File: src/rtl/isaPkg.sv
package isaPkg;

	// Word and address geometry
	localparam int wordWidth = 18;
	localparam int addrWidth = 13;
	localparam int memDepth = 8192;		// 2**addrWidth words

	// Instruction fields, opcode on top
	localparam int opcodeMsb = 17;
	localparam int opcodeLsb = 15;
	localparam int modeMsb = 14;
	localparam int modeLsb = 13;
	localparam int addrMsb = 12;
	localparam int addrLsb = 0;

	typedef logic [wordWidth-1:0] word_t;	// Memory word, AC, MDR, IR
	typedef logic [addrWidth-1:0] addr_t;	// PC, MAR, address field

	// Codes 011 to 111 are not implemented
	typedef enum logic [2:0] {
		opAdd   = 3'b000,
		opLoad  = 3'b001,
		opStore = 3'b010
	} opcode_t;

	typedef enum logic [1:0] {
		modeDirect = 2'b01		// Address taken from the instruction
	} addrMode_t;

endpackage

File: src/rtl/addressPath.sv
`timescale 1ns/10ps

module addressPath (
	input  logic               clk,
	input  logic               reset,
	input  logic               loadMar,
	input  logic               marFromIr,
	input  logic               incPc,
	input  logic               loadIr,
	input  isaPkg::word_t      mdrValue,
	output isaPkg::addr_t      marValue,
	output isaPkg::addr_t      pcValue,
	output isaPkg::opcode_t    irOpcode,
	output isaPkg::addrMode_t  irMode
);

	isaPkg::addr_t pc;
	isaPkg::addr_t mar;
	isaPkg::word_t ir;
	isaPkg::addr_t irAddr;

	assign irAddr = ir[isaPkg::addrMsb:isaPkg::addrLsb];

	always_ff @(posedge clk)
	begin
		if (reset)
		begin
			pc <= '0;
			mar <= '0;
			ir <= '0;
		end
		else
		begin
			if (incPc)
				pc <= pc + 1'b1;		// Wraps at memDepth
			if (loadIr)
				ir <= mdrValue;
			if (loadMar)
			begin
				if (marFromIr)
					mar <= irAddr;
				else
					mar <= pc;
			end
		end
	end

	// Fields straight off the IR
	assign irOpcode = isaPkg::opcode_t'(ir[isaPkg::opcodeMsb:isaPkg::opcodeLsb]);
	assign irMode = isaPkg::addrMode_t'(ir[isaPkg::modeMsb:isaPkg::modeLsb]);

	assign marValue = mar;
	assign pcValue = pc;

endmodule

File: config.mk
export PLATFORM = sky130hd
export DESIGN_NAME = addressPath
export DESIGN_NICKNAME = d
export VERILOG_FILES = /design/src/rtl/isaPkg.sv /design/src/rtl/addressPath.sv
export SDC_FILE = /design/constraint.sdc
export NUM_CORES = 1
export LEC_CHECK = 0
export BUFFER_PORTS_ARGS = -buffer_cell sky130_fd_sc_hd__buf_2
export CAP_MARGIN = 30
export CORE_UTILIZATION = 37
export DETAILED_ROUTE_END_ITERATION = 16
export GPL_TIMING_DRIVEN = 0
export SETUP_SLACK_MARGIN = 0.15
export SYNTH_ARGS = -nofsm -noshare
export SYNTH_HDL_FRONTEND = slang
export SYNTH_SLANG_ARGS = --single-unit
File: constraint.sdc
create_clock -name clk -period 2 [get_ports clk]
set_input_delay 0 -clock clk [delete_from_list [all_inputs] [get_ports clk]]
set_output_delay 0 -clock clk [all_outputs]
set_load 0.01 [all_outputs]
## Yosys cells after proc, flatten, opt, wreduce, memory -nomap -nowiden

Index checks and enable logic that the tools add are counted.

| cells by class | value |
|---|---|
| add/sub/neg operators | 1 |
| multiplexer cells | 1 |

Operator list:

| kind | count |
|---|---|
| adder 13 x 1 -> 13 bit, second input constant | 1 |
| 2-to-1 mux 13 bit | 1 |

| word-level totals | value |
|---|---|
| flip-flop bits (word level) | 44 |
| output and inout bits | 31 |
| logic and storage cells | 5 |
| input bits | 24 |

## Longest topological paths before layout

| logic depth | value |
|---|---|
| depth after elaboration | 1 |
| mapped depth | 4 |
| mapped depth without buffers | 4 |

## Least setup slack after synthesis

No wires, ideal clock.

| timing path | value |
|---|---|
| path type | reg2reg |
| start | reg pc[0] (netlist: pcValue[0]) |
| end | reg pc[10] (netlist: pcValue[10]) |
| slack | 0.513 ns |
| data required time | 1.877 ns |
| stages on the path, launching flop included | 5 |
| path buffers | 0 |
| period minus slack after synthesis | 1.487 ns |
| arrival time | 1.363 ns |
| setup time | 0.123 ns |
| cell sequence | dfxtp_1 ha_1 nand2_2 nor4_2 mux2_1 |

| on the way | value |
|---|---|
| word-level cells in the longest chain between the ends | 1 |

Ends and longest elaborated chain:

| element | RTL line | text |
|---|---|---|
| start: declaration | addressPath.sv:17 | `isaPkg::addr_t pc;` |
| start signal: assignment | addressPath.sv:35 | `pc <= pc + 1'b1;` |
| adder 13 x 1 -> 13 bit | addressPath.sv:35 |  |

Every way passes these cells.
A chain may end at the register's enable or synchronous reset.

## Worst setup path in the final report

| timing path | value |
|---|---|
| start | reg pc[2] (netlist: pcValue[2]) |
| end | reg pc[12] (netlist: pcValue[12]) |

Same word-level chain as after synthesis.

==> flow_metrics.tcl <==
set metrics [dict create \
    run_status "finished clean" \
    pin_count 55 \
    yosysSeqAreaShare_pct 47.31 \
    dr.first_iter.drc_count 53 \
    tightest_slew_ns 0.6229 \
    cp_num_buf_inv 1 \
    wl_mm 4.330 \
    fin_worst_skew_ns 0.006620 \
    post-place-cells 305 \
    ys.flop_type "dfxtp_1" \
    finish.net_count 288 \
    timing.critical_path.cells "nand3_2, buf_6, nor4_2, mux2_1" \
    antenna_found_initial 0 \
    cts_root_buf "clkbuf_8" \
    rsz_0062_raised_after_global_routing "false" \
    placement_rows 25 \
    finalHoldWorstSlack_ns 0.03297 \
    maxUsedRoutingLayer "met4" \
    global_route.usage.total_pct 17.56 \
    holdCritStartpoint "incPc" \
    static-leakage-power_nw 1.120 \
    post_synth_and_or_nand_nor_area_fraction_pct 16.53 \
    power.density_mw_per_mm2 699.0 \
    synth-compound-area-share_pct 8.468 \
    crit_family "simple AND/OR/NAND/NOR gates" \
    die-height_um 72.94 \
    router_iterations_before_antenna_repair 4 \
    cts.repair_timing.setup_buffer_count 0 \
    synth_top_family_by_area "multiplexers" \
    max_clock_buf_depth 2 \
    io_buffers 50 \
    starting_density_of_the_core_pct 38.90 \
    first_global_vias 1478 \
    grt_remaining_overflow 0 \
    postSynthAreaPerCell_um2 9.903 \
    amount_of_wire_on_met3_after_detailed_routing_um 251 \
    drv.max_cap_violation_count 0 \
    worst_setup_path_end_kind "register" \
    layout.cells.non_filler 331 \
    detail-route-antenna-nets 0 \
    finalSetupViolCount 0 \
    final_layout_size_suffix_gt1_share_pct 28.03 \
    worst_path_largest_cell_delay_ns 0.46 \
    finalWeightedCongestion 0.7072 \
    max_clock_freq_ghz 0.6304 \
    postLayoutCoreUtil_pct 51.53 \
    drt-met1-wl_mm 2.061 \
    routed-wl-met2_mm 1.992 \
    fillerInstances 468 \
    postSynthNetCount 213 \
    hp-class "in -> reg" \
    postSynthRegisterBits 44 \
    cts-buffers-inserted 5 \
    crit_path_max_fanout 10 \
    flow.area_growth_from_synthesis_pct 32.46 \
    criticalPathCategory "reg -> reg" \
    required_ns 2.18 \
    dpl.hpwl_mm 2.908 \
    async_flop_share_pct 0 \
    final_hold_viol_count 0 \
    die_width_um 72.94 \
    drt-vias-per-instance 4.695 \
    synth.area.mux_share_pct 19.02 \
    insertedDiodeCount 0 \
    yosysUniqueCellTypes 27 \
    grt_start_max_net_pins 13 \
    number_of_synthesized_flops_with_an_enable_pin 0 \
    ff_latch_area_um2 880.8 \
    design_power_total_w 0.001724 \
    grt_first_pass_wirelength_mm 6.962 \
    slew_violations 0 \
    design.die.area_mm2 0.005320 \
    multi_input_comb_area_um2 867.1 \
    vdd.ir_drop.worst_v 0.0003908 \
    design.core.area_mm2 0.004786 \
    adder_and_majority_gate_portion_of_the_synthesized_area_pct 0.6720 \
    yosysWarningCount 0 \
    worst_skew_pair.late_latency_ns 0.29 \
    post_synth_instance_area_mm2 0.001862 \
    post-route-drc-count 0 \
    clk_transition_reported_paths_ns 0.08 \
    slowest_stage_cell_cp "dfxtp_1" \
    worst_reg2reg_startpoint "pcValue[2]" \
    worst_setup_start_kind "register" \
    cts_tree "done" \
    slew-limit-headroom_pct 58.47 \
    vias 1554 \
    min_period_ns 1.586 \
    totalNegativeSetupSlack_ns 0 \
    crit_arrival_ns 1.77 \
    post_synth_xor_area_fraction_pct 1.882 \
    cts.sink_count 44 \
    htree_levels 2 \
    worstSetupStartpoint "pcValue[2]" \
    min_period_over_period_pct 79.32 \
    netlist_instances 188 \
    route.detailed.wl_per_inst_um 13.08 \
]
## logic make-up (layout without fill, tap and decap cells)
| family | after synthesis | count (layout) |
|---|---|---|
| compound gates | 23 | 23 |
| xor+xnor | 4 | 4 |
| fa+ha+maj | 1 | 1 |
| buf+inv | 21 | 97 |
| flops | 44 | 44 |
| mux | 35 | 35 |
| simple gates | 60 | 60 |
## through the flow
step / instance area (um2) / worst slack [ns]
6_report: 2466 / 0.4136
2_1_floorplan: 1862 / 0.5133
3_3_place_gp: 2196 / 0.3988
5_1_grt: 2466 / 0.2719
4_1_cts: 2466 / 0.3849
3_5_place_dp: 2196 / 0.4012
## cell usage after synthesis, drive strengths merged, types with 2 or more instances
| cell | instances | area share [%] |
|---|---|---|
| nand3 | 4 | 1.6 |
| nor4 | 3 | 2.0 |
| buf | 15 | 4.9 |
| nand4 | 3 | 1.3 |
| inv | 2 | 0.40 |
| mux2 | 3 | 1.8 |
| a211oi | 13 | 5.2 |
| xor2 | 3 | 1.4 |
| or4 | 4 | 1.6 |
| nor2 | 39 | 7.9 |
| clkbuf | 4 | 0.81 |
| nand2 | 3 | 0.74 |
| a21oi | 5 | 1.3 |
| mux2i | 32 | 17 |
| o31ai | 4 | 1.6 |
| nor2b | 3 | 1.0 |
| dfxtp | 44 | 47 |
## metal layers
metal | GRT usage, % | vias to the layer above
li1 | - | 804
met1 | 22.83 | 701
met2 | 28.35 | 47
met3 | 5.801 | 2
met4 | 3.922 | 0
met5 | 0 | -
## cells in the final DEF (no fill, tap or decap)
cell type / Yosys / final
nand4_2: 1 / 1
mux2i_1: 32 / 32
inv_1: 2 / 2
nor4_2: 3 / 3
nor2_1: 39 / 39
dlygate4sd3_1: 0 / 18
buf_4: 6 / 6
a21oi_1: 5 / 5
buf_6: 1 / 1
nand3_2: 2 / 2
o31ai_1: 4 / 4
xnor2_1: 1 / 1
xor2_1: 3 / 3
nand2_1: 2 / 2
nand2_2: 1 / 1
nor2b_1: 3 / 3
clkbuf_8: 0 / 6
buf_2: 4 / 54
or3_1: 1 / 1
a211oi_1: 13 / 13
buf_1: 4 / 4
nand4_1: 2 / 2
mux2_1: 3 / 3
o21ai_0: 1 / 1
clkbuf_1: 4 / 6
nand3_1: 2 / 2
or4_1: 4 / 4
ha_1: 1 / 1
dfxtp_1: 44 / 44
## worst reg2reg max path, cell delays in order (launching register included)
cell and delay [ns]:
dfxtp_1 0.46, nand3_2 0.17, buf_6 0.17, nor4_2 0.33
mux2_1 0.35
## final cells by class
cell class,count,area share (%)
inverters,2,0.3044
flip-flops and latches,44,35.72
multi-input cells,123,35.16
clock buffers,8,3.653
well taps,67,3.399
repair buffers,68,17.45
plain buffers,19,4.313
## sequential cells by signal, indices dropped and copies added, names as in the netlist
signal,flops
ir,18
pcValue,13
marValue,13
## path summary, 6_finish.rpt
kind                                     to  slack (ns)  cells after the start
worst max-delay path            pcValue[12]        0.41                      4
worst min-delay path             pcValue[0]        0.03                      3
worst max register to register  pcValue[12]        0.41                      4
worst min register to register  marValue[6]        0.48                      2
## report_power, final
part,switching (W),internal (W)
clock,0.000280,0.000282
sequential,0.0000260,0.000917
combinational,0.000106,0.000113
total,0.000412,0.00131
## timing repair
action	4_1_cts	5_1_grt
resized for setup	0	0
hold buffers	18	0
endpoints found under the hold margin	18	0
Note: power is estimated with default switching activity, not from simulation.
