### src/rtl/isaPkg.sv
package isaPkg;

	// Word and address geometry
	localparam int wordWidth = 18;
	localparam int addrWidth = 13;
	localparam int memDepth = 8192;		// 2**addrWidth words

	// Instruction fields, opcode on top
	localparam int opcodeMsb = 17;
	localparam int opcodeLsb = 15;
	localparam int modeMsb = 14;
	localparam int modeLsb = 13;
	localparam int addrMsb = 12;
	localparam int addrLsb = 0;

	typedef logic [wordWidth-1:0] word_t;	// Memory word, AC, MDR, IR
	typedef logic [addrWidth-1:0] addr_t;	// PC, MAR, address field

	// Codes 011 to 111 are not implemented
	typedef enum logic [2:0] {
		opAdd   = 3'b000,
		opLoad  = 3'b001,
		opStore = 3'b010
	} opcode_t;

	typedef enum logic [1:0] {
		modeDirect = 2'b01		// Address taken from the instruction
	} addrMode_t;

endpackage

### src/rtl/ctrlPkg.sv
package ctrlPkg;

	// One cycle per step
	typedef enum logic [3:0] {
		stFetchAddr,		// MAR <- PC
		stFetchRead,		// Memory read at MAR
		stFetchMdr,		// MDR <- read data
		stFetchIr,		// IR <- MDR, PC + 1
		stDecode,
		stExecAddr,		// MAR <- IR address field
		stExecRead,
		stExecWrite,		// Mem[MAR] <- AC
		stExecMdr,
		stExecAcc		// AC <- ALU result
	} ctrlState_t;

	// Same codes as the old ALU control field
	typedef enum logic [2:0] {
		aluPassB = 3'b001,	// Pass MDR
		aluAdd   = 3'b011	// AC + MDR
	} aluOp_t;

endpackage

### src/rtl/dataPath.sv
`timescale 1ns/10ps

module dataPath (
	input  logic             clk,
	input  logic             reset,
	input  logic             loadMdr,
	input  logic             loadAc,
	input  ctrlPkg::aluOp_t  aluOp,
	input  isaPkg::word_t    readData,
	output isaPkg::word_t    mdrValue,
	output isaPkg::word_t    acValue
);

	isaPkg::word_t mdr;
	isaPkg::word_t acc;
	isaPkg::word_t aluResult;

	// MDR only ever holds memory read data
	always_ff @(posedge clk)
	begin
		if (loadMdr)
			mdr <= readData;
	end

	// A side is always the accumulator, B side the MDR
	always_comb
	begin
		case (aluOp)
			ctrlPkg::aluAdd:   aluResult = acc + mdr;	// Carry out dropped
			ctrlPkg::aluPassB: aluResult = mdr;
			default:           aluResult = mdr;
		endcase
	end

	always_ff @(posedge clk)
	begin
		if (reset)
			acc <= '0;
		else if (loadAc)
			acc <= aluResult;
	end

	assign mdrValue = mdr;
	assign acValue = acc;

endmodule

### config.mk
export PLATFORM = sky130hd
export DESIGN_NAME = dataPath
export DESIGN_NICKNAME = d
export VERILOG_FILES = /design/src/rtl/isaPkg.sv /design/src/rtl/ctrlPkg.sv /design/src/rtl/dataPath.sv
export SDC_FILE = /design/constraint.sdc
export NUM_CORES = 1
export LEC_CHECK = 0
export ABC_AREA = 1
export BUFFER_PORTS_ARGS = -buffer_cell sky130_fd_sc_hd__buf_2
export CAP_MARGIN = 20
export CORE_UTILIZATION = 45
export DETAILED_ROUTE_END_ITERATION = 10
export GPL_TIMING_DRIVEN = 0
export MAX_ROUTING_LAYER = met4
export PLACE_DENSITY_LB_ADDON = 0.1
export SYNTH_ARGS = -nofsm -noshare
export SYNTH_HDL_FRONTEND = slang
export SYNTH_SLANG_ARGS = --single-unit
### constraint.sdc
create_clock -name clk -period 2.2 [get_ports clk]
set_input_delay 0.44 -clock clk [delete_from_list [all_inputs] [get_ports clk]]
set_output_delay 0.44 -clock clk [all_outputs]
set_load 0.01 [all_outputs]
**Word level (Yosys, flattened, before mapping)**

Index checks and enable logic that the tools add are counted.

- Bits in registers: 36
- Bits in latches: 0
- RAM bits: 0
- ROM bits: 0
- Bits of input ports: 25
- Output and inout bits: 36
- Word-level logic and storage cells: 5
- Memories: 0

- Add/subtract/negate cells: 1
- $mul: 0
- Divide/modulo/power cells: 0
- Order comparisons: 0
- Equal/unequal tests: 1
- Shifts and indexed selects: 0
- Multiplexer cells: 1
- Bitwise logic cells: 0
- Reduce and logical (&&, ||, !) cells: 0

Operators by type and width:

| kind | count |
|---|---|
| 18-bit adder | 1 |
| 18-bit two-way mux | 1 |
| 3-bit by 2-bit equality test with 1-bit output, second input constant | 1 |

**Depth between registers and ports, before layout**

Gate-level depths: netlist of run 1.

- Word-level depth: 2
- Mapped depth: 13
- Mapped depth without buffers: 13

**Worst setup path before layout of run 1**

No wires, ideal clock.

- Kind: register to register
- Start point: reg mdr[0], in the netlist mdrValue[0]
- End point: reg acc[16], in the netlist acValue[16]
- Setup time: 0.127 ns
- Arrival: 1.787 ns
- Required time: 2.073 ns
- Setup slack: 0.285 ns
- Cell stages (with the launch flop): 13
- Buffers on the path: 0
- Period minus slack after synthesis: 1.915 ns
- Path through: edfxtp_1 > ha_1 > fa_1 > nand3_1 > nand2_1 > nand2_1 > nand2_2 > nand2_1 > nand2_1 > nand2_1 > nand3_1 > nand2_1 > a21oi_2

- Word-level cells in the longest chain between the ends: 2

Ends and longest elaborated chain:

| element | RTL line | text |
|---|---|---|
| from (decl) | dataPath.sv:14 | `isaPkg::word_t mdr;` |
| from (signal assigned) | dataPath.sv:22 | `mdr <= readData;` |
| 18-bit adder | dataPath.sv:29 | `ctrlPkg::aluAdd: aluResult = acc + mdr;` |
| 18-bit two-way mux | dataPath.sv:28 | `case (aluOp)` |
| to (signal assigned) | dataPath.sv:40 | `acc <= aluResult;` |
| to (decl) | dataPath.sv:15 | `isaPkg::word_t acc;` |

No other way between the ends.
A chain may end at the register's enable or synchronous reset.

**Worst setup path after layout of run 1**

- Start point: reg mdr[0], in the netlist mdrValue[0]
- End point: reg acc[12], in the netlist acValue[12]

The elaborated chain is that of the path after synthesis.

==> impl_metrics.env, run 1 <==
export IMPL_status="completed"
export IMPL_clk_latency_ns=0.29
export IMPL_antenna_left=0
export IMPL_cts_htree_levels=2
export IMPL_grt_pass1_vias=2039
export IMPL_via_count=2294
export IMPL_wirelength_um=5980
export IMPL_irDropWorstVdd_mv=0.348
export IMPL_powerDensity_nw_per_um2=638
export IMPL_cts_hold_buf=0
export IMPL_r2r_setup_slack_ns=0.17
export IMPL_seq_area_frac_synth_pct=38.4
export IMPL_synth_area_um2=2340
export IMPL_grt_max_degree=19
export IMPL_rsz0062_at_grt="no"
export IMPL_cts_root_buf="clkbuf_8"
export IMPL_route_detailed_wl_per_inst_um=13.2
export IMPL_ios=61
export IMPL_start_util_pct=48.1
export IMPL_cp_required_ns=2.35
export IMPL_setup_tns_ns=0
export IMPL_ys_types=26
export IMPL_min_path_cells=1
export IMPL_post_cts_setup_buffers=0
export IMPL_worstHoldStart="readData[8]"
export IMPL_path_max_fanout=4
export IMPL_place_gp_congestion=0.952
export IMPL_via_per_inst=5.06
export IMPL_crit_path_start_kind="register"
export IMPL_placed_area_um2=2730
export IMPL_nNetsFinal=428
export IMPL_pre_cts_ws_ns=0.0643
export IMPL_die_area_um2=5500
export IMPL_finalNonFillerCells=453
export IMPL_fin_skew_ns=0.0168
export IMPL_filler_cell_count=496
export IMPL_crit_slowest_cell="edfxtp_1"
export IMPL_worst_ep_arrival_time_ns=2.18
export IMPL_hp_class="in -> reg"
export IMPL_hold_viol=0
export IMPL_firstDrtPassIters=5
export IMPL_clockBufferDepth=2
export IMPL_die_h_um=74.2
export IMPL_setup_slack_ns=0.172
export IMPL_slew_viol_final=0
export IMPL_min_to="mdrValue[8]"
export IMPL_final_cell_area_um2=2820
export IMPL_grt_overflow=0
export IMPL_synth_mux_area_share_pct=0
export IMPL_synthToLayoutAreaGrowth_pct=20.2
export IMPL_ys_seq_elements=36
export IMPL_yosys_area_share_simple_pct=30.8
export IMPL_worst_r2r_endpoint="acValue[12]"
export IMPL_core_area_um2=4880
export IMPL_drc_errors=0
export IMPL_cpMostUsedCell="nand2_1"
export IMPL_crit_type="reg -> reg"
export IMPL_cpLargestDelayFamily="simple AND/OR/NAND/NOR gates"
export IMPL_cts_sinks=36
export IMPL_synth_xor_xnor_area_share_pct=2.61
export IMPL_place_inst=445
export IMPL_cts_tree="yes"
export IMPL_leakagePower_nw=1.41
export IMPL_syn_area_per_cell_um2=7.37
export IMPL_min_period_ns=2.03
export IMPL_fin_total_pwr_mw=1.80
export IMPL_synth_top_family_by_area="simple AND/OR/NAND/NOR gates"
export IMPL_r2r_start="mdrValue[0]"
export IMPL_synth_compound_area_share_pct=11.2
export IMPL_cts_resized=0
export IMPL_drt_iter0_markers=172
export IMPL_timing_max_cap_violations=0
export IMPL_cts_made_buffers=5
export IMPL_grtUsageTotal_pct=24.5
export IMPL_timing_fmax_mhz=493
export IMPL_n_antenna_cell=0
export IMPL_rows=25
export IMPL_cp_num_buf_inv=0
export IMPL_slowest_delay_ns=0.43
export IMPL_path_depth=12
export IMPL_cp_cell_sequence="ha_2 > fa_2 > nand3_1 > nand2_1 > nand2_1 > nand2_2 > nand2_2 > nand2_1 > nand2_1 > nand3_1 > nand2_1 > a21oi_1"
export IMPL_path_clk_slew_ns=0.09
export IMPL_reg2regPathDepth=12
export IMPL_die_x_um=74.2
export IMPL_portBuffers=60
export IMPL_drive_gt1_share_pct=21.8
export IMPL_grt_pass1_wl_um=9620
export IMPL_synthesis_nets=361
export IMPL_setup_viol=0
export IMPL_hpwl_um=4710
export IMPL_synth_fa_ha_area_share_pct=9.93
export IMPL_fin_crit_sh_pct=92.2
export IMPL_crit_path_end_kind="register"
export IMPL_synth_cells=318
export IMPL_maxSlewHeadroom_pct=68.7
export IMPL_antenna_found_initial=0
export IMPL_max_slew_worst_pin_slew_ns=0.469
export IMPL_synth_warnings=0
## worst max-delay path by stage
stage / start / end
final: mdrValue[0] / acValue[12]
after global routing: mdrValue[0] / acValue[12]
after detailed placement: mdrValue[0] / acValue[12]
after global placement: mdrValue[0] / acValue[12]
after floorplan: mdrValue[0] / acValue[16]
after CTS: mdrValue[0] / acValue[12]
## registers in the layout, summed over array words and instances, names as in the netlist
signal	count
acValue	18
mdrValue	18
## synthesized netlist by cell type
| library cell | instances | area share, % |
|---|---|---|
| nand2_1 | 90 | 14 |
| nor2_1 | 36 | 5.8 |
| nand3_1 | 31 | 6.6 |
| a21oi_1 | 30 | 6.4 |
| inv_1 | 30 | 4.8 |
| dfxtp_1 | 18 | 15 |
| edfxtp_1 | 18 | 23 |
| ha_1 | 17 | 9.1 |
| o21ai_0 | 10 | 2.1 |
| o211ai_1 | 6 | 1.9 |
| nand2_2 | 5 | 1.3 |
| nor2_2 | 4 | 1.1 |
| xor2_1 | 4 | 1.5 |
| xnor2_1 | 3 | 1.1 |
| a21oi_2 | 2 | 0.75 |
| and2_1 | 2 | 0.53 |
| buf_2 | 2 | 0.43 |
| nor3_1 | 2 | 0.43 |
| buf_6 | 1 | 0.48 |
| clkbuf_1 | 1 | 0.16 |
| clkbuf_8 | 1 | 0.59 |
| clkinv_1 | 1 | 0.16 |
| dlygate4sd1_1 | 1 | 0.37 |
| fa_1 | 1 | 0.85 |
| nand3_2 | 1 | 0.43 |
| nand4_1 | 1 | 0.27 |
## cell usage in the layout, fill, tap and decap left out, drive strengths merged
master and count:
dfxtp 18, nand2 95, nor3 2, o21ai 10
nor2 40, nand3 32, and2 2, clkbuf 8
clkinvlp 1, nand4 1, clkinv 2, o211ai 6
xor2 4, ha 17, inv 30, fa 1
edfxtp 18, xnor2 3, a21oi 32, buf 63
dlygate4sd1 1
## final cells by class
class / count / area (µm²) / area share, %
Multi-Input combinational cell: 245 / 1280 / 45.6
Sequential cell: 36 / 901 / 32.0
Timing Repair Buffer: 60 / 300 / 10.7
Inverter: 31 / 116 / 4.13
Tap cell: 67 / 83.8 / 2.98
Clock buffer: 6 / 72.6 / 2.58
Buffer: 6 / 47.5 / 1.69
Clock inverter: 2 / 11.3 / 0.400
## layer usage
| layer | vias to the layer above | GRT usage, % | part of all wire [%] |
|---|---|---|---|
| li1 | 1188 | - | - |
| met1 | 1047 | 35.3 | 52 |
| met2 | 57 | 36.5 | 43 |
| met3 | 2 | 3.93 | 3.8 |
| met4 | 0 | 4.49 | 0.47 |
| met5 | - | - | 0 |
## through the flow
stage               util, %  hold WS [ns]
finish                 57.7         0.320
global placement       55.9         0.469
global route           57.7         0.320
detailed placement     55.9         0.480
CTS                    57.6         0.319
floorplan                 -         0.497
## logic make-up after synthesis
kind of cell | after synthesis
and+or+nand+nor | 172
AOI/OAI and AO/OA | 48
buffers and inverters | 37
DFF | 36
adders and majority gates | 18
xor gates and xnor gates | 7
## power by group
group          total [mW]  switching, mW  leakage [nW]  internal, mW
clock               0.479          0.259        0.0388         0.220
combinational       0.510          0.311          1.04         0.199
sequential          0.807         0.0476         0.325         0.760
(Power assumes the default switching activity.)
==> run 2, diff against run 1 <==
BUFFER_PORTS_ARGS = default   (was -buffer_cell sky130_fd_sc_hd__buf_2)
CTS_CLUSTER_SIZE = 12   (was default)
DONT_BUFFER_PORTS = 1   (was default)
==> run 2 against run 1 <==
First-iteration DRC count shrank 23%. Wire length shrank 4.1%. Hold slack lost 0.11 ns. Flip-flop and latch count is the same. Via count shrank 9.0%. Non-clock buffer count shrank 60. Core utilization shrank 5.8 points. Critical path depth is the same. Sequential share of layout area grew 3.5 points. Clock power shrank 5.8%. Critical path type unchanged. Critical endpoint is now acValue[14].
==> impl_metrics.env, run 2 (synthesis results as in run 1) <==
export IMPL_status="completed"
export IMPL_slowest_delay_ns=0.50
export IMPL_route_detailed_wl_per_inst_um=14.6
export IMPL_slew_viol_final=0
export IMPL_crit_type="reg -> reg"
export IMPL_powerDensity_nw_per_um2=675
export IMPL_cts_root_buf="clkbuf_8"
export IMPL_place_gp_congestion=0.894
export IMPL_crit_path_end_kind="register"
export IMPL_finalNonFillerCells=393
export IMPL_cts_sinks=36
export IMPL_rows=25
export IMPL_utilization_pct=52.0
export IMPL_seqPwrFrac_pct=49.3
export IMPL_timing_hold_ws_ns=0.207
export IMPL_start_util_pct=48.1
export IMPL_max_slew_worst_pin_slew_ns=0.477
export IMPL_grt_pass1_wl_um=9450
export IMPL_fin_total_pwr_mw=1.71
export IMPL_final_cell_area_um2=2540
export IMPL_hpwl_um=4520
export IMPL_die_x_um=74.2
export IMPL_cpMostUsedCell="nand2_1"
export IMPL_power_net_switching_mw=0.578
export IMPL_die_h_um=74.2
export IMPL_leakagePower_nw=1.15
export IMPL_wirelength_um=5740
export IMPL_hold_viol=0
export IMPL_placed_area_um2=2430
export IMPL_min_period_ns=2.07
export IMPL_synthToLayoutAreaGrowth_pct=8.16
export IMPL_fin_skew_ns=0.0111
export IMPL_maxSlewHeadroom_pct=68.2
export IMPL_cts_hold_buf=0
export IMPL_p_sw_share_pct=33.8
export IMPL_crit_slowest_cell="edfxtp_1"
export IMPL_r2r_setup_slack_ns=0.13
export IMPL_clk_latency_ns=0.29
export IMPL_cts_made_buffers=5
export IMPL_cp_required_ns=2.36
export IMPL_drt_iter0_markers=133
export IMPL_path_clk_slew_ns=0.08
export IMPL_setup_slack_ns=0.134
export IMPL_timing_max_cap_violations=0
export IMPL_grt_pass1_vias=1892
export IMPL_timing_fmax_mhz=484
export IMPL_core_area_um2=4880
export IMPL_nNetsFinal=368
export IMPL_n_antenna_cell=0
export IMPL_hp_class="in -> reg"
export IMPL_grtUsageTotal_pct=24.2
export IMPL_antenna_left=0
export IMPL_rsz0062_at_grt="no"
export IMPL_via_count=2087
export IMPL_worst_ep_arrival_time_ns=2.23
export IMPL_cp_cell_sequence="ha_4 > fa_2 > nand3_1 > nand2_2 > nand3_1 > nand2_1 > nand2_1 > nand2_1 > nand2_1 > nand3_1 > nand2_1 > a21oi_1"
export IMPL_clockBufferDepth=2
export IMPL_fin_crit_sh_pct=93.9
export IMPL_portBuffers=0
export IMPL_cts_tree="yes"
export IMPL_drc_errors=0
export IMPL_path_max_fanout=4
export IMPL_final_common_cell="nand2_1"
export IMPL_crit_path_start_kind="register"
export IMPL_cts_htree_levels=2
export IMPL_die_area_um2=5500
export IMPL_place_inst=385
export IMPL_cellInternalPower_mw=1.13
export IMPL_grt_max_degree=19
export IMPL_via_per_inst=5.31
export IMPL_filler_cell_count=515
export IMPL_final_cell_mix="nand2_1 (88), nor2_1 (36), inv_1 (30), a21oi_1 (30), nand3_1 (30)"
export IMPL_setup_tns_ns=0
export IMPL_clkPwrFrac_pct=26.4
export IMPL_ios=61
export IMPL_irDropWorstVdd_mv=0.547
export IMPL_firstDrtPassIters=4
export IMPL_setup_viol=0
export IMPL_antenna_found_initial=0
export IMPL_pre_cts_ws_ns=-0.0105
export IMPL_power_frac_comb_pct=24.3
export IMPL_grt_overflow=0
export IMPL_drive_gt1_share_pct=8.28
run 2: final cells by class:
type	instances	area [µm²]	share of cell area, %
clock buffers	6	72.6	2.86
flip-flops and latches	36	901	35.5
clock inverters	2	7.51	0.296
inverters	31	116	4.59
well taps	67	83.8	3.31
multi-input cells	245	1310	51.6
plain buffers	6	47.5	1.87
run 2: final timing paths:
check	cells after the start	startpoint	end
setup / recovery	12	mdrValue[0]	acValue[14]
hold / removal	1	reset	acValue[5]
setup reg to reg	12	mdrValue[0]	acValue[14]
hold reg to reg	2	acValue[12]	acValue[12]
run 2: what timing repair did:
action,in CTS,in global routing
resized for setup,1,7
endpoints found under the setup margin,4,4
setup buffers,0,0
pin swaps,0,0
hold endpoints to repair,0,0
run 2: power groups by stage:
stage                     clock network [mW]  logic [mW]  registers, mW
after floorplan                            0       0.329          0.836
after CTS                              0.465       0.407          0.843
after global placement                     0       0.399          0.857
after detailed placement                   0       0.402          0.858
after global routing                   0.493       0.478          0.852
final                                  0.451       0.416          0.844
run 2: layer usage:
metal | GRT usage (%) | routed length, µm
met1 | 34.2 | 2830
met5 | - | 0
met3 | 5.69 | 433
met4 | 5.77 | 55
met2 | 34.6 | 2420
run 2: worst max-delay path, delay by kind of cell (launching register included):
family / cells / cell delay [ns]
simple gates: 9 / 0.77
flops: 1 / 0.50
fa+ha+maj: 2 / 0.60
compound gates: 1 / 0.06
