### src/rtl/isaPkg.sv
package isaPkg;

	// Word and address geometry
	localparam int wordWidth = 18;
	localparam int addrWidth = 13;
	localparam int memDepth = 8192;		// 2**addrWidth words

	// Instruction fields, opcode on top
	localparam int opcodeMsb = 17;
	localparam int opcodeLsb = 15;
	localparam int modeMsb = 14;
	localparam int modeLsb = 13;
	localparam int addrMsb = 12;
	localparam int addrLsb = 0;

	typedef logic [wordWidth-1:0] word_t;	// Memory word, AC, MDR, IR
	typedef logic [addrWidth-1:0] addr_t;	// PC, MAR, address field

	// Codes 011 to 111 are not implemented
	typedef enum logic [2:0] {
		opAdd   = 3'b000,
		opLoad  = 3'b001,
		opStore = 3'b010
	} opcode_t;

	typedef enum logic [1:0] {
		modeDirect = 2'b01		// Address taken from the instruction
	} addrMode_t;

endpackage

### src/rtl/ctrlPkg.sv
package ctrlPkg;

	// One cycle per step
	typedef enum logic [3:0] {
		stFetchAddr,		// MAR <- PC
		stFetchRead,		// Memory read at MAR
		stFetchMdr,		// MDR <- read data
		stFetchIr,		// IR <- MDR, PC + 1
		stDecode,
		stExecAddr,		// MAR <- IR address field
		stExecRead,
		stExecWrite,		// Mem[MAR] <- AC
		stExecMdr,
		stExecAcc		// AC <- ALU result
	} ctrlState_t;

	// Same codes as the old ALU control field
	typedef enum logic [2:0] {
		aluPassB = 3'b001,	// Pass MDR
		aluAdd   = 3'b011	// AC + MDR
	} aluOp_t;

endpackage

### src/rtl/controlUnit.sv
`timescale 1ns/10ps

module controlUnit (
	input  logic               clk,
	input  logic               reset,
	input  isaPkg::opcode_t    irOpcode,
	input  isaPkg::addrMode_t  irMode,
	output logic               loadMar,
	output logic               marFromIr,
	output logic               incPc,
	output logic               loadIr,
	output logic               memRead,
	output logic               memWrite,
	output logic               loadMdr,
	output logic               loadAc,
	output ctrlPkg::aluOp_t    aluOp,
	output logic               instrDone
);

	ctrlPkg::ctrlState_t state;
	ctrlPkg::ctrlState_t nextState;
	logic isSupported;

	assign isSupported = (irMode == isaPkg::modeDirect) &&
		(irOpcode inside {isaPkg::opAdd, isaPkg::opLoad, isaPkg::opStore});

	always_comb
	begin
		case (state)
			ctrlPkg::stFetchAddr: nextState = ctrlPkg::stFetchRead;
			ctrlPkg::stFetchRead: nextState = ctrlPkg::stFetchMdr;
			ctrlPkg::stFetchMdr:  nextState = ctrlPkg::stFetchIr;
			ctrlPkg::stFetchIr:   nextState = ctrlPkg::stDecode;
			ctrlPkg::stDecode:
			begin
				if (isSupported)
					nextState = ctrlPkg::stExecAddr;
				else
					nextState = ctrlPkg::stFetchAddr;	// Unknown instruction is a no-op
			end
			ctrlPkg::stExecAddr:
			begin
				if (irOpcode == isaPkg::opStore)
					nextState = ctrlPkg::stExecWrite;
				else
					nextState = ctrlPkg::stExecRead;
			end
			ctrlPkg::stExecRead:  nextState = ctrlPkg::stExecMdr;
			ctrlPkg::stExecMdr:   nextState = ctrlPkg::stExecAcc;
			ctrlPkg::stExecAcc:   nextState = ctrlPkg::stFetchAddr;
			ctrlPkg::stExecWrite: nextState = ctrlPkg::stFetchAddr;
			default:              nextState = ctrlPkg::stFetchAddr;
		endcase
	end

	// Strobes are registered from the next state, so each one is high
	// for exactly the cycle spent in its state. The first fetch after
	// reset needs no MAR load since MAR and PC both start at zero.
	always_ff @(posedge clk)
	begin
		if (reset)
		begin
			state <= ctrlPkg::stFetchAddr;
			loadMar <= 1'b0;
			marFromIr <= 1'b0;
			incPc <= 1'b0;
			loadIr <= 1'b0;
			memRead <= 1'b0;
			memWrite <= 1'b0;
			loadMdr <= 1'b0;
			loadAc <= 1'b0;
			aluOp <= ctrlPkg::aluPassB;
		end
		else
		begin
			state <= nextState;
			loadMar <= 1'b0;
			marFromIr <= 1'b0;
			incPc <= 1'b0;
			loadIr <= 1'b0;
			memRead <= 1'b0;
			memWrite <= 1'b0;
			loadMdr <= 1'b0;
			loadAc <= 1'b0;
			aluOp <= ctrlPkg::aluPassB;
			case (nextState)
				ctrlPkg::stFetchAddr: loadMar <= 1'b1;		// MAR from PC
				ctrlPkg::stFetchRead: memRead <= 1'b1;
				ctrlPkg::stFetchMdr:  loadMdr <= 1'b1;
				ctrlPkg::stFetchIr:
				begin
					loadIr <= 1'b1;
					incPc <= 1'b1;
				end
				ctrlPkg::stExecAddr:
				begin
					loadMar <= 1'b1;
					marFromIr <= 1'b1;		// Direct address field
				end
				ctrlPkg::stExecRead:  memRead <= 1'b1;
				ctrlPkg::stExecMdr:   loadMdr <= 1'b1;
				ctrlPkg::stExecWrite: memWrite <= 1'b1;		// AC to memory
				ctrlPkg::stExecAcc:
				begin
					loadAc <= 1'b1;
					if (irOpcode == isaPkg::opAdd)
						aluOp <= ctrlPkg::aluAdd;
				end
				default: ;
			endcase
		end
	end

	// Last state of every instruction
	assign instrDone = (state == ctrlPkg::stExecAcc) ||
		(state == ctrlPkg::stExecWrite) ||
		((state == ctrlPkg::stDecode) && !isSupported);

endmodule

### config.mk
export PLATFORM = sky130hd
export DESIGN_NAME = controlUnit
export DESIGN_NICKNAME = d
export VERILOG_FILES = /design/src/rtl/isaPkg.sv /design/src/rtl/ctrlPkg.sv /design/src/rtl/controlUnit.sv
export SDC_FILE = /design/constraint.sdc
export NUM_CORES = 1
export LEC_CHECK = 0
export ABC_AREA = 1
export BUFFER_PORTS_ARGS = -buffer_cell sky130_fd_sc_hd__buf_2
export CAP_MARGIN = 20
export CORE_AREA = 10 10 47 49
export DETAILED_ROUTE_END_ITERATION = 8
export DIE_AREA = 0 0 57 59
export PLACE_DENSITY = 0.69
export SLEW_MARGIN = 20
export SYNTH_ARGS = -nofsm -noshare
export SYNTH_HDL_FRONTEND = slang
export SYNTH_SLANG_ARGS = --single-unit
### constraint.sdc
create_clock -name clk -period 2.87 [get_ports clk]
set_clock_uncertainty 0.1 [all_clocks]
set_input_delay 0.574 -clock clk [delete_from_list [all_inputs] [get_ports clk]]
set_output_delay 0.574 -clock clk [all_outputs]
set_load 0.01 [all_outputs]
**Word-level counts from Yosys, hierarchy flattened**

Cells that the tools add are included.

- Bits in registers: 14
- Input bits: 7
- Output and inout port bits: 12
- Logic and storage cells: 54

- Eq/ne operators: 20
- Muxes and demuxes: 11
- Bitwise logic cells: 1
- Reduce and logical (&&, ||, !) cells: 13

Operators by type and width:

| kind | count |
|---|---|
| $pmux 4 s8 | 1 |
| $eq 4x3->1 const B | 7 |
| $eq 4x2->1 const B | 4 |
| $eq 4x4->1 const B | 4 |
| $eq 4x1->1 const B | 2 |
| $logic_not 4->1 | 2 |
| $mux 1 | 8 |
| $reduce_or 2->1 | 4 |
| $eq 3x1->1 const B | 1 |
| $eq 3x2->1 const B | 1 |
| $logic_not 3->1 | 1 |
| $mux 3 | 1 |
| $reduce_bool 3->1 | 1 |
| $eq 2x1->1 const B | 1 |
| $logic_and 1x1->1 | 2 |
| $logic_or 1x1->1 | 2 |
| $mux 2 | 1 |
| $logic_not 1->1 | 1 |
| $not 1->1 | 1 |

**Logic depth before layout (Yosys ltp)**

Gate-level depths: netlist (run 1).

- Word-level depth: 8
- Mapped depth: 9
- Mapped depth without buffers: 9

**Worst setup path before layout (run 1)**

Ideal clock, no wire load.

- Path kind: input -> output
- Start: input irOpcode[1]
- End: output instrDone
- Data arrival time: 992 ps
- Data required time: 2196 ps
- Setup slack: 1204 ps
- Stages on the path: 4
- Path buffers: 0
- Cell sequence: nand2_1 > nand3_1 > o21ai_0 > o221ai_1

- Longest elaborated chain between the ends: 6
- Elaborated cells between the ends (all ways): 8
- Those cells by class: eq/ne: 2; reduce/logical: 6

Ends and longest elaborated chain:

| item | line | RTL |
|---|---|---|
| from (decl) | controlUnit.sv:6 | `input isaPkg::opcode_t irOpcode,` |
| $eq 3x1->1, or another cell as far along | controlUnit.sv:25 | `(irOpcode inside {isaPkg::opAdd, isaPkg::opLoad, isaPkg::opStore});` |
| $reduce_bool 3->1 * | controlUnit.sv:25 |  |
| $logic_and 1x1->1 * | controlUnit.sv:24 | `assign isSupported = (irMode == isaPkg::modeDirect) &&` |
| $logic_not 1->1 * | controlUnit.sv:117 | `((state == ctrlPkg::stDecode) && !isSupported);` |
| $logic_and 1x1->1 * | controlUnit.sv:117 |  |
| $logic_or 1x1->1 * | controlUnit.sv:116 | `(state == ctrlPkg::stExecWrite) \|\|` |
| to (decl) | controlUnit.sv:17 | `output logic instrDone` |

Every way passes the cells marked *; elsewhere a longest branch is shown, timed or not.

**Worst setup path in the final report (run 1)**

- Start: register state[1]
- End: output instrDone

- Longest elaborated chain between the ends: 3
- Elaborated cells between the ends (all ways): 6
- Those cells by class: eq/ne: 3; reduce/logical: 3

Ends and longest elaborated chain:

| item | line | RTL |
|---|---|---|
| from (decl) | controlUnit.sv:20 | `ctrlPkg::ctrlState_t state;` |
| from (signal assigned) | controlUnit.sv:63 | `state <= ctrlPkg::stFetchAddr;` |
| from (signal assigned) | controlUnit.sv:76 | `state <= nextState;` |
| $eq 4x4->1, or another cell as far along | controlUnit.sv:115 | `assign instrDone = (state == ctrlPkg::stExecAcc) \|\|` |
| $logic_or 1x1->1 / $logic_and 1x1->1 (equally long branches) | controlUnit.sv:115, controlUnit.sv:117 |  |
| $logic_or 1x1->1 * | controlUnit.sv:116 |  |

Marks and branches as above.

==> results.yml, run 1 <==
outcome:
  status: "finished clean"
worst_setup_path:
  worstSetupPathType: "register to output port"
  crit_fanout: 7
  critPathMaxStageDelay_ps: 390
  regToRegStartpoint: "state[2]"
  slowest_stage: "dfxtp_1"
  crit_arrival_ps: 1370
  critPathLaunchType: "register"
  crit_chain: "nor2_2, inv_1, nor2_2, o21ai_0, o221ai_1, buf_2"
  cp-end-kind: "output port"
  critPathMostFrequentCell: "nor2_2"
  ff2ff_setup_slack_ps: 1570
  cp.required_ps: 2200
  r2r_end: "loadMar"
  r2r_cells: 9
yosys:
  yosysSeqAreaShare_pct: 42.3
  async_flop_share_pct: 0
  ys_types: 19
  syn_nets: 88
  ys_top_cells_by_area: "dfxtp_1, nand2_1, nor2_1"
  netlist_area_um2: 568
  synth_common_cells: "nand2_1, dfxtp_1, nor2_1, inv_1, nor2_2"
  yosysMostFrequentCell: "nand2_1"
  yosysTopAreaCell: "dfxtp_1"
  synth_ff_type: "dfxtp_1"
  yosysTopAreaCellShare_pct: 42.3
  yosysWarnings: 0
  synth_cells: 81
  synth_edf_count: 0
  ys_ff_latch: 12
  synth.avg_cell_area_um2: 7.01
floorplanning:
  coreArea_mm2: 0.00140
  die_y_um: 59
  die_x_um: 57
  ios: 19
  die-area_mm2: 0.00336
  initial_utilization_pct: 40.5
  rows: 14
grt:
  grt_max_degree: 12
  grt_use_total_pct: 7.34
  gr-total-overflow: 0
  grt_pass1_wl_um: 1950
  antenna_found_initial: 0
  grt_pass1_vias: 480
layout:
  antennaDiodeCount: 0
  utilization_pct: 48.1
  stdcell_area_um2: 674
  stdcell_count: 113
  syn_to_final_growth_pct: 18.7
  final_layout_size_suffix_gt1_share_pct: 32.0
  fin_nets: 105
sta:
  min_period_ps: 2040
  fin_crit_sh_pct: 71.2
  final.setup.tns_ps: 0
  rsz0062_at_grt: "no"
  hold_viol_final: 0
  fmax_ghz: 0.489
  fin_ws_ps: 826
  whs_ps: 384
  finalSetupViolations: 0
  drv_slew: 0
cts:
  ctsHtreeMaxLevel: 1
  clkTransAtPathRegs_ps: 80
  cts_made_buffers: 3
  cts.sinks: 12
  cts_tree: "done"
  clock_latency_ps: 280
  ctsResizeCount: 0
  cts_buffer_depth: 2
  cts_hold_buffers: 0
  cts_setup_buffers: 0
  cts_root_buf: "clkbuf_4"
place:
  dp_hpwl_um: 955
  gp_congestion: 0.840
  dpl_worst_slack_ps: 891
  dp_cells: 109
  dpl-instance-area_um2: 638
  io_buffers: 16
routing:
  routed_wl_um: 1160
  drtIter0Drc: 5
  drt_pass1_iterations: 3
  viasPerCell: 4.53
  drc: 0
  avgRoutedWirePerCell_um: 10.3
  ant_nets: 0
  vias: 512
power_and_ir_drop:
  power_uw: 368
  ir_worst_vdd_v: 0.000285
  leakagePower_nw: 0.352
  powerDensity_mw_per_mm2: 546
run:
  cap_violations: 0
worst_hold_path:
  hold_path.class: "primary input to register"
  hold_depth: 2
  hp-start: "irOpcode[1]"
  hold_end: "aluOp[1]"
state kept, by name, indices dropped and copies added, names as in the netlist:
signal	flops
aluOp	1
loadAc	1
loadIr	1
loadMar	1
loadMdr	1
marFromIr	1
memRead	1
memWrite	1
state	4
cell families after synthesis:
family	after synthesis	share of synthesized area, %
AND/OR/NAND/NOR	43	35.2
other	2	1.32
flip-flops	12	42.3
AO/OA/AOI/OAI	8	7.93
buffers and inverters	16	13.2
placed cells by master (no fill, tap or decap):
master    instances
nor3_1            1
nor4_1            1
conb_1            2
clkbuf_4          3
clkbuf_8          1
nand2_1          16
dfxtp_1          12
nor2_2            5
nand3_1           4
a31oi_1           1
a21oi_1           4
inv_1            10
nand2_2           3
o21ai_0           2
nand4_1           1
nor2_1           11
inv_2             2
o221ai_1          1
buf_2            16
nor2_4            1
where the power goes:
group	leakage, nW	internal, mW	total (mW)	switching, mW
clock	0.0210	0.0772	0.136	0.0588
combinational	0.233	0.0195	0.0506	0.0311
sequential	0.0979	0.175	0.182	0.00702
total	0.352	0.271	0.368	0.0970
cell type report:
| cell class | instances | area [um2] |
|---|---|---|
| tap | 16 | 20.0 |
| clock buffer | 4 | 36.3 |
| multi-input combinational | 53 | 253 |
| inverter | 12 | 45.0 |
| fill | 147 | 727 |
| sequential | 12 | 240 |
| timing repair buffer | 16 | 80.1 |
metal layers:
layer | up-vias | wire [um] | GRT usage, %
met2 | 17 | 464 | 10.7
met5 | - | 0 | 0
met3 | 5 | 97 | 3.22
li1 | 280 | - | -
met1 | 210 | 565 | 8.08
met4 | 0 | 36 | 6.04
how the worst max path moves through the flow:
stage                      startpoint        end  slack, ps  cells after the start
after detailed placement  irOpcode[1]  instrDone        890                      6
after CTS                    state[1]  instrDone        810                      6
after global placement    irOpcode[1]  instrDone        920                      6
final                        state[1]  instrDone        830                      6
after global routing         state[1]  instrDone        720                      6
after floorplan           irOpcode[1]  instrDone       1200                      4
critical path: cells and delay by family, from the launching register on:
kind | cells | cell delay [ps]
AOI/OAI and AO/OA | 2 | 190
buffers and inverters | 2 | 220
DFF | 1 | 390
and+or+nand+nor | 2 | 290
No activity file was read; power rests on OpenSTA's default activity.
==> inputs of run 2 (changes only) <==
clock period = 2 ns   (was 2.87 ns; I/O delays follow)
==> run 2 against run 1 <==
  * Flip-flop and latch count unchanged
  * Critical path type unchanged
  * Combinational power up 44%
  * Count of clock-buffer cells in the layout unchanged
  * Setup slack worse by 630 ps
  * Final area up 0.19%
  * Non-clock buffer count unchanged
  * Utilization up 0.089 points
  * Critical path depth unchanged
==> results.yml, run 2 (synthesized netlist as in run 1, its figures left out) <==
outcome:
  status: "finished clean"
sta:
  final.setup.tns_ps: 0
  fmax_ghz: 0.553
  drv_slew: 0
  fin_crit_sh_pct: 90.4
  min_period_ps: 1810
  finalSetupViolations: 0
  hold_viol_final: 0
  rsz0062_at_grt: "no"
layout:
  fin_nets: 105
  final_layout_size_suffix_gt1_share_pct: 33.0
  regMostFlops: "state"
  mostFrequentLayoutCells: "nand2_1, buf_2, nor2_1, dfxtp_1, inv_1"
  syn_to_final_growth_pct: 18.9
  antennaDiodeCount: 0
  nFillCells: 152
  largest_register_ffs: 4
  stdcell_area_um2: 676
worst_setup_path:
  regToRegStartpoint: "state[2]"
  r2r_end: "loadMar"
  critPathLaunchType: "register"
  crit_chain: "nor2_2, inv_1, nor2_2, o21ai_0, o221ai_1, buf_2"
  critPathBufInv: 2
  worstSetupPathType: "register to output port"
  r2r_cells: 9
  ff2ff_setup_slack_ps: 690
  slowest_stage: "dfxtp_2"
  path_depth: 6
  critPathMaxStageDelay_ps: 370
  crit_arrival_ps: 1310
  crit_end: "instrDone"
  startpoint: "state[1]"
  critPathMostFrequentCell: "nor2_2"
  path_delay_family: "flip-flops"
  cp-end-kind: "output port"
  crit_fanout: 7
  cp.required_ps: 1500
cts:
  cts_setup_buffers: 0
  ctsResizeCount: 0
  clock_latency_ps: 270
  cts_made_buffers: 3
  cts_hold_buffers: 0
  cts_buffer_depth: 2
  cts_root_buf: "clkbuf_4"
  clkTransAtPathRegs_ps: 80
  cts_tree: "done"
  cts.sinks: 12
  ctsHtreeMaxLevel: 1
grt:
  grt_pass1_vias: 532
  antenna_found_initial: 0
  grt_max_degree: 12
  grt_pass1_wl_um: 2060
  grt_use_total_pct: 7.52
  gr-total-overflow: 0
run:
  cap_violations: 0
place:
  dpl-instance-area_um2: 638
  gp_congestion: 0.840
  dp_hpwl_um: 941
  io_buffers: 16
floorplanning:
  ios: 19
  die-area_mm2: 0.00336
  coreArea_mm2: 0.00140
  initial_utilization_pct: 40.5
  rows: 14
  die_y_um: 59
  die_x_um: 57
routing:
  drt_pass1_iterations: 2
  avgRoutedWirePerCell_um: 10.5
  routed_wl_um: 1180
  viasPerCell: 4.53
  ant_nets: 0
  drtIter0Drc: 5
  vias: 512
  drc: 0
worst_hold_path:
  hold_path.class: "primary input to register"
  hp-start: "irOpcode[1]"
power_and_ir_drop:
  leakagePower_nw: 0.352
  ir_worst_vdd_v: 0.000395
  powerDensity_mw_per_mm2: 783
==> run 2: per-stage QoR <==
step | hold slack, ps | power, mW | utilization [%] | instances | setup WS (ps)
final | 208 | 0.529 | 48.2 | 113 | 191
after global routing | 224 | 0.557 | 48.2 | 113 | 42.8
after CTS | 201 | 0.540 | 48.1 | 113 | 123
after detailed placement | 505 | 0.339 | 45.5 | 109 | 371
after global placement | 498 | 0.338 | 45.5 | 109 | 399
after floorplan | 376 | 0.321 | - | 81 | 664
==> run 2: how the worst min path moves through the flow <==
| stage | end | slack [ps] | cells after the start |
|---|---|---|---|
| finish | aluOp[1] | 210 | 2 |
| global route | aluOp[1] | 220 | 2 |
| CTS | aluOp[1] | 200 | 2 |
| detailed placement | aluOp[1] | 500 | 2 |
| global placement | aluOp[1] | 500 | 2 |
| floorplan | aluOp[1] | 380 | 1 |
==> run 2: power breakdown <==
part           switching, mW  leakage (nW)  total (mW)  internal, mW
clock network         0.0844        0.0210       0.195         0.111
registers             0.0104        0.0982       0.261         0.251
logic                 0.0448         0.233      0.0728        0.0280
==> run 2: per-layer routing <==
metal / vias up / track usage, % / part of all wire (%)
met1: 213 / 8.20 / 49
met4: 0 / 5.03 / 1.7
met3: 4 / 3.65 / 8.3
li1: 279 / - / -
met5: - / 0 / 0
met2: 16 / 11.3 / 41
==> run 2: area by class of cell <==
cell class                 count  area, um2  share of cell area, %
tap                           16       20.0                   2.96
inverter                      12       45.0                   6.67
multi-input combinational     53        253                   37.4
clock buffer                   4       36.3                   5.37
sequential                    12        241                   35.7
timing repair buffer          16       80.1                   11.9
==> run 2: worst register-to-register path, delay by kind of cell, from the launching register on <==
family | cells | cell delay (ps)
flip-flops | 1 | 430
buffers and inverters | 2 | 130
AND/OR/NAND/NOR | 7 | 530
==> inputs of run 3 (changes only) <==
CELL_PAD_IN_SITES_DETAIL_PLACEMENT = 0   (was default)
CELL_PAD_IN_SITES_GLOBAL_PLACEMENT = 1   (was default)
CORE_AREA = default   (was 10 10 47 49)
CORE_MARGIN = 10   (was default)
CORE_UTILIZATION = 32   (was default)
CTS_CLUSTER_DIAMETER = 40   (was default)
DIE_AREA = default   (was 0 0 57 59)
PLACE_DENSITY = default   (was 0.69)
PLACE_DENSITY_LB_ADDON = 0.1   (was default)
==> run 3 against run 2 <==
  * Sequential share of layout area down 0.70 points
  * Utilization down 8.1 points
  * Fmax down 1.1%
  * Global-route usage down 0.41 points
  * Sequential power about the same
  * Count of clock-buffer cells in the layout unchanged
  * Clock power down 2%
  * Hold slack about the same
  * Critical path depth unchanged
  * Cell count up 8.0%
==> results.yml, run 3 (synthesized netlist as in run 1, its figures left out) <==
routing:
  viasPerCell: 4.19
  drc: 0
  vias: 511
  drt_pass1_iterations: 4
  ant_nets: 0
  routed_wl_um: 1220
  drtIter0Drc: 3
  avgRoutedWirePerCell_um: 9.98
cts:
  ctsResizeCount: 0
  cts_tree: "done"
  cts_hold_buffers: 0
  ctsHtreeMaxLevel: 1
  cts_made_buffers: 3
  cts_buffer_depth: 2
  cts_root_buf: "clkbuf_4"
  cts.sinks: 12
  clkTransAtPathRegs_ps: 70
  cts_setup_buffers: 0
  clock_latency_ps: 270
floorplanning:
  die_x_um: 62.1
  initial_utilization_pct: 33.3
  die-area_mm2: 0.00386
  ios: 19
  coreArea_mm2: 0.00171
  rows: 15
  die_y_um: 62.1
sta:
  min_period_ps: 1830
  fin_crit_sh_pct: 91.5
  finalSetupViolations: 0
  fmax_ghz: 0.547
  rsz0062_at_grt: "no"
  final.setup.tns_ps: 0
  drv_slew: 0
  hold_viol_final: 0
  fin_ws_ps: 170
worst_setup_path:
  ff2ff_setup_slack_ps: 720
  worstSetupPathType: "register to output port"
  critPathLaunchType: "register"
  crit_fanout: 7
  regToRegStartpoint: "state[1]"
  startpoint: "state[1]"
  crit_arrival_ps: 1330
  cp-end-kind: "output port"
  cp.required_ps: 1500
  r2r_end: "loadMar"
  crit_end: "instrDone"
  r2r_cells: 8
place:
  gp_congestion: 0.782
  dp_cells: 118
  dp_hpwl_um: 1020
  dpl-instance-area_um2: 649
  io_buffers: 16
  dpl_worst_slack_ps: 430
layout:
  stdcell_count: 122
  utilization_pct: 40.1
  fin_nets: 105
  mostFrequentLayoutCells: "nand2_1, buf_2, dfxtp_1"
  antennaDiodeCount: 0
  syn_to_final_growth_pct: 20.7
  stdcell_area_um2: 686
  largest_register_ffs: 4
  regMostFlops: "state"
  final_layout_size_suffix_gt1_share_pct: 32.0
worst_hold_path:
  hold_path.class: "primary input to register"
grt:
  grt_max_degree: 12
  grt_pass1_vias: 518
  gr-total-overflow: 0
  grt_pass1_wl_um: 2210
  antenna_found_initial: 0
  grt_use_total_pct: 7.11
power_and_ir_drop:
  leakagePower_nw: 0.352
  powerDensity_mw_per_mm2: 765
  ir_worst_vdd_v: 0.000378
run:
  cap_violations: 0
outcome:
  status: "finished clean"
run 3: cell counts in the layout (fill, tap and decap cells not counted):
No cell type changed its count.
run 3: worst min path at each step:
stage	startpoint	endpoint	cells past startpoint
global route	irOpcode[0]	aluOp[1]	2
floorplan	irOpcode[0]	aluOp[1]	1
finish	irOpcode[0]	aluOp[1]	2
detailed placement	irOpcode[0]	aluOp[1]	2
global placement	irOpcode[1]	aluOp[1]	2
CTS	irOpcode[0]	aluOp[1]	2
run 3: metrics by stage:
step	power [mW]	hold slack, ps
4_1_cts	0.536	197
3_5_place_dp	0.341	503
5_1_grt	0.562	194
3_3_place_gp	0.342	500
6_report	0.525	208
2_1_floorplan	0.321	376
run 3: layout make-up:
cell class / count / area, um2
Timing Repair Buffer: 16 / 80.1
Multi-Input combinational cell: 53 / 253
Sequential cell: 12 / 240
Clock buffer: 4 / 36.3
Tap cell: 25 / 31.3
Fill cell: 198 / 1020
Inverter: 12 / 45.0
run 3: report_power, final:
part	leakage, nW	internal (mW)	switching (mW)
Clock	0.0210	0.111	0.0798
Combinational	0.233	0.0280	0.0452
Sequential	0.0979	0.250	0.0105
Total	0.352	0.389	0.136
run 3: worst max-delay path: stages (launching register included):
cell      delay [ps]
dfxtp_1          390
nor2_2           180
inv_1             60
nor2_2           100
o21ai_0           90
o221ai_1          70
buf_2            160
run 3: per-layer routing:
layer	vias to the layer above	routed length [um]	global-route usage [%]
met5	-	0	0
met4	0	21	3.43
met3	4	102	4.84
met2	12	594	11.0
met1	218	499	7.11
li1	277	-	-
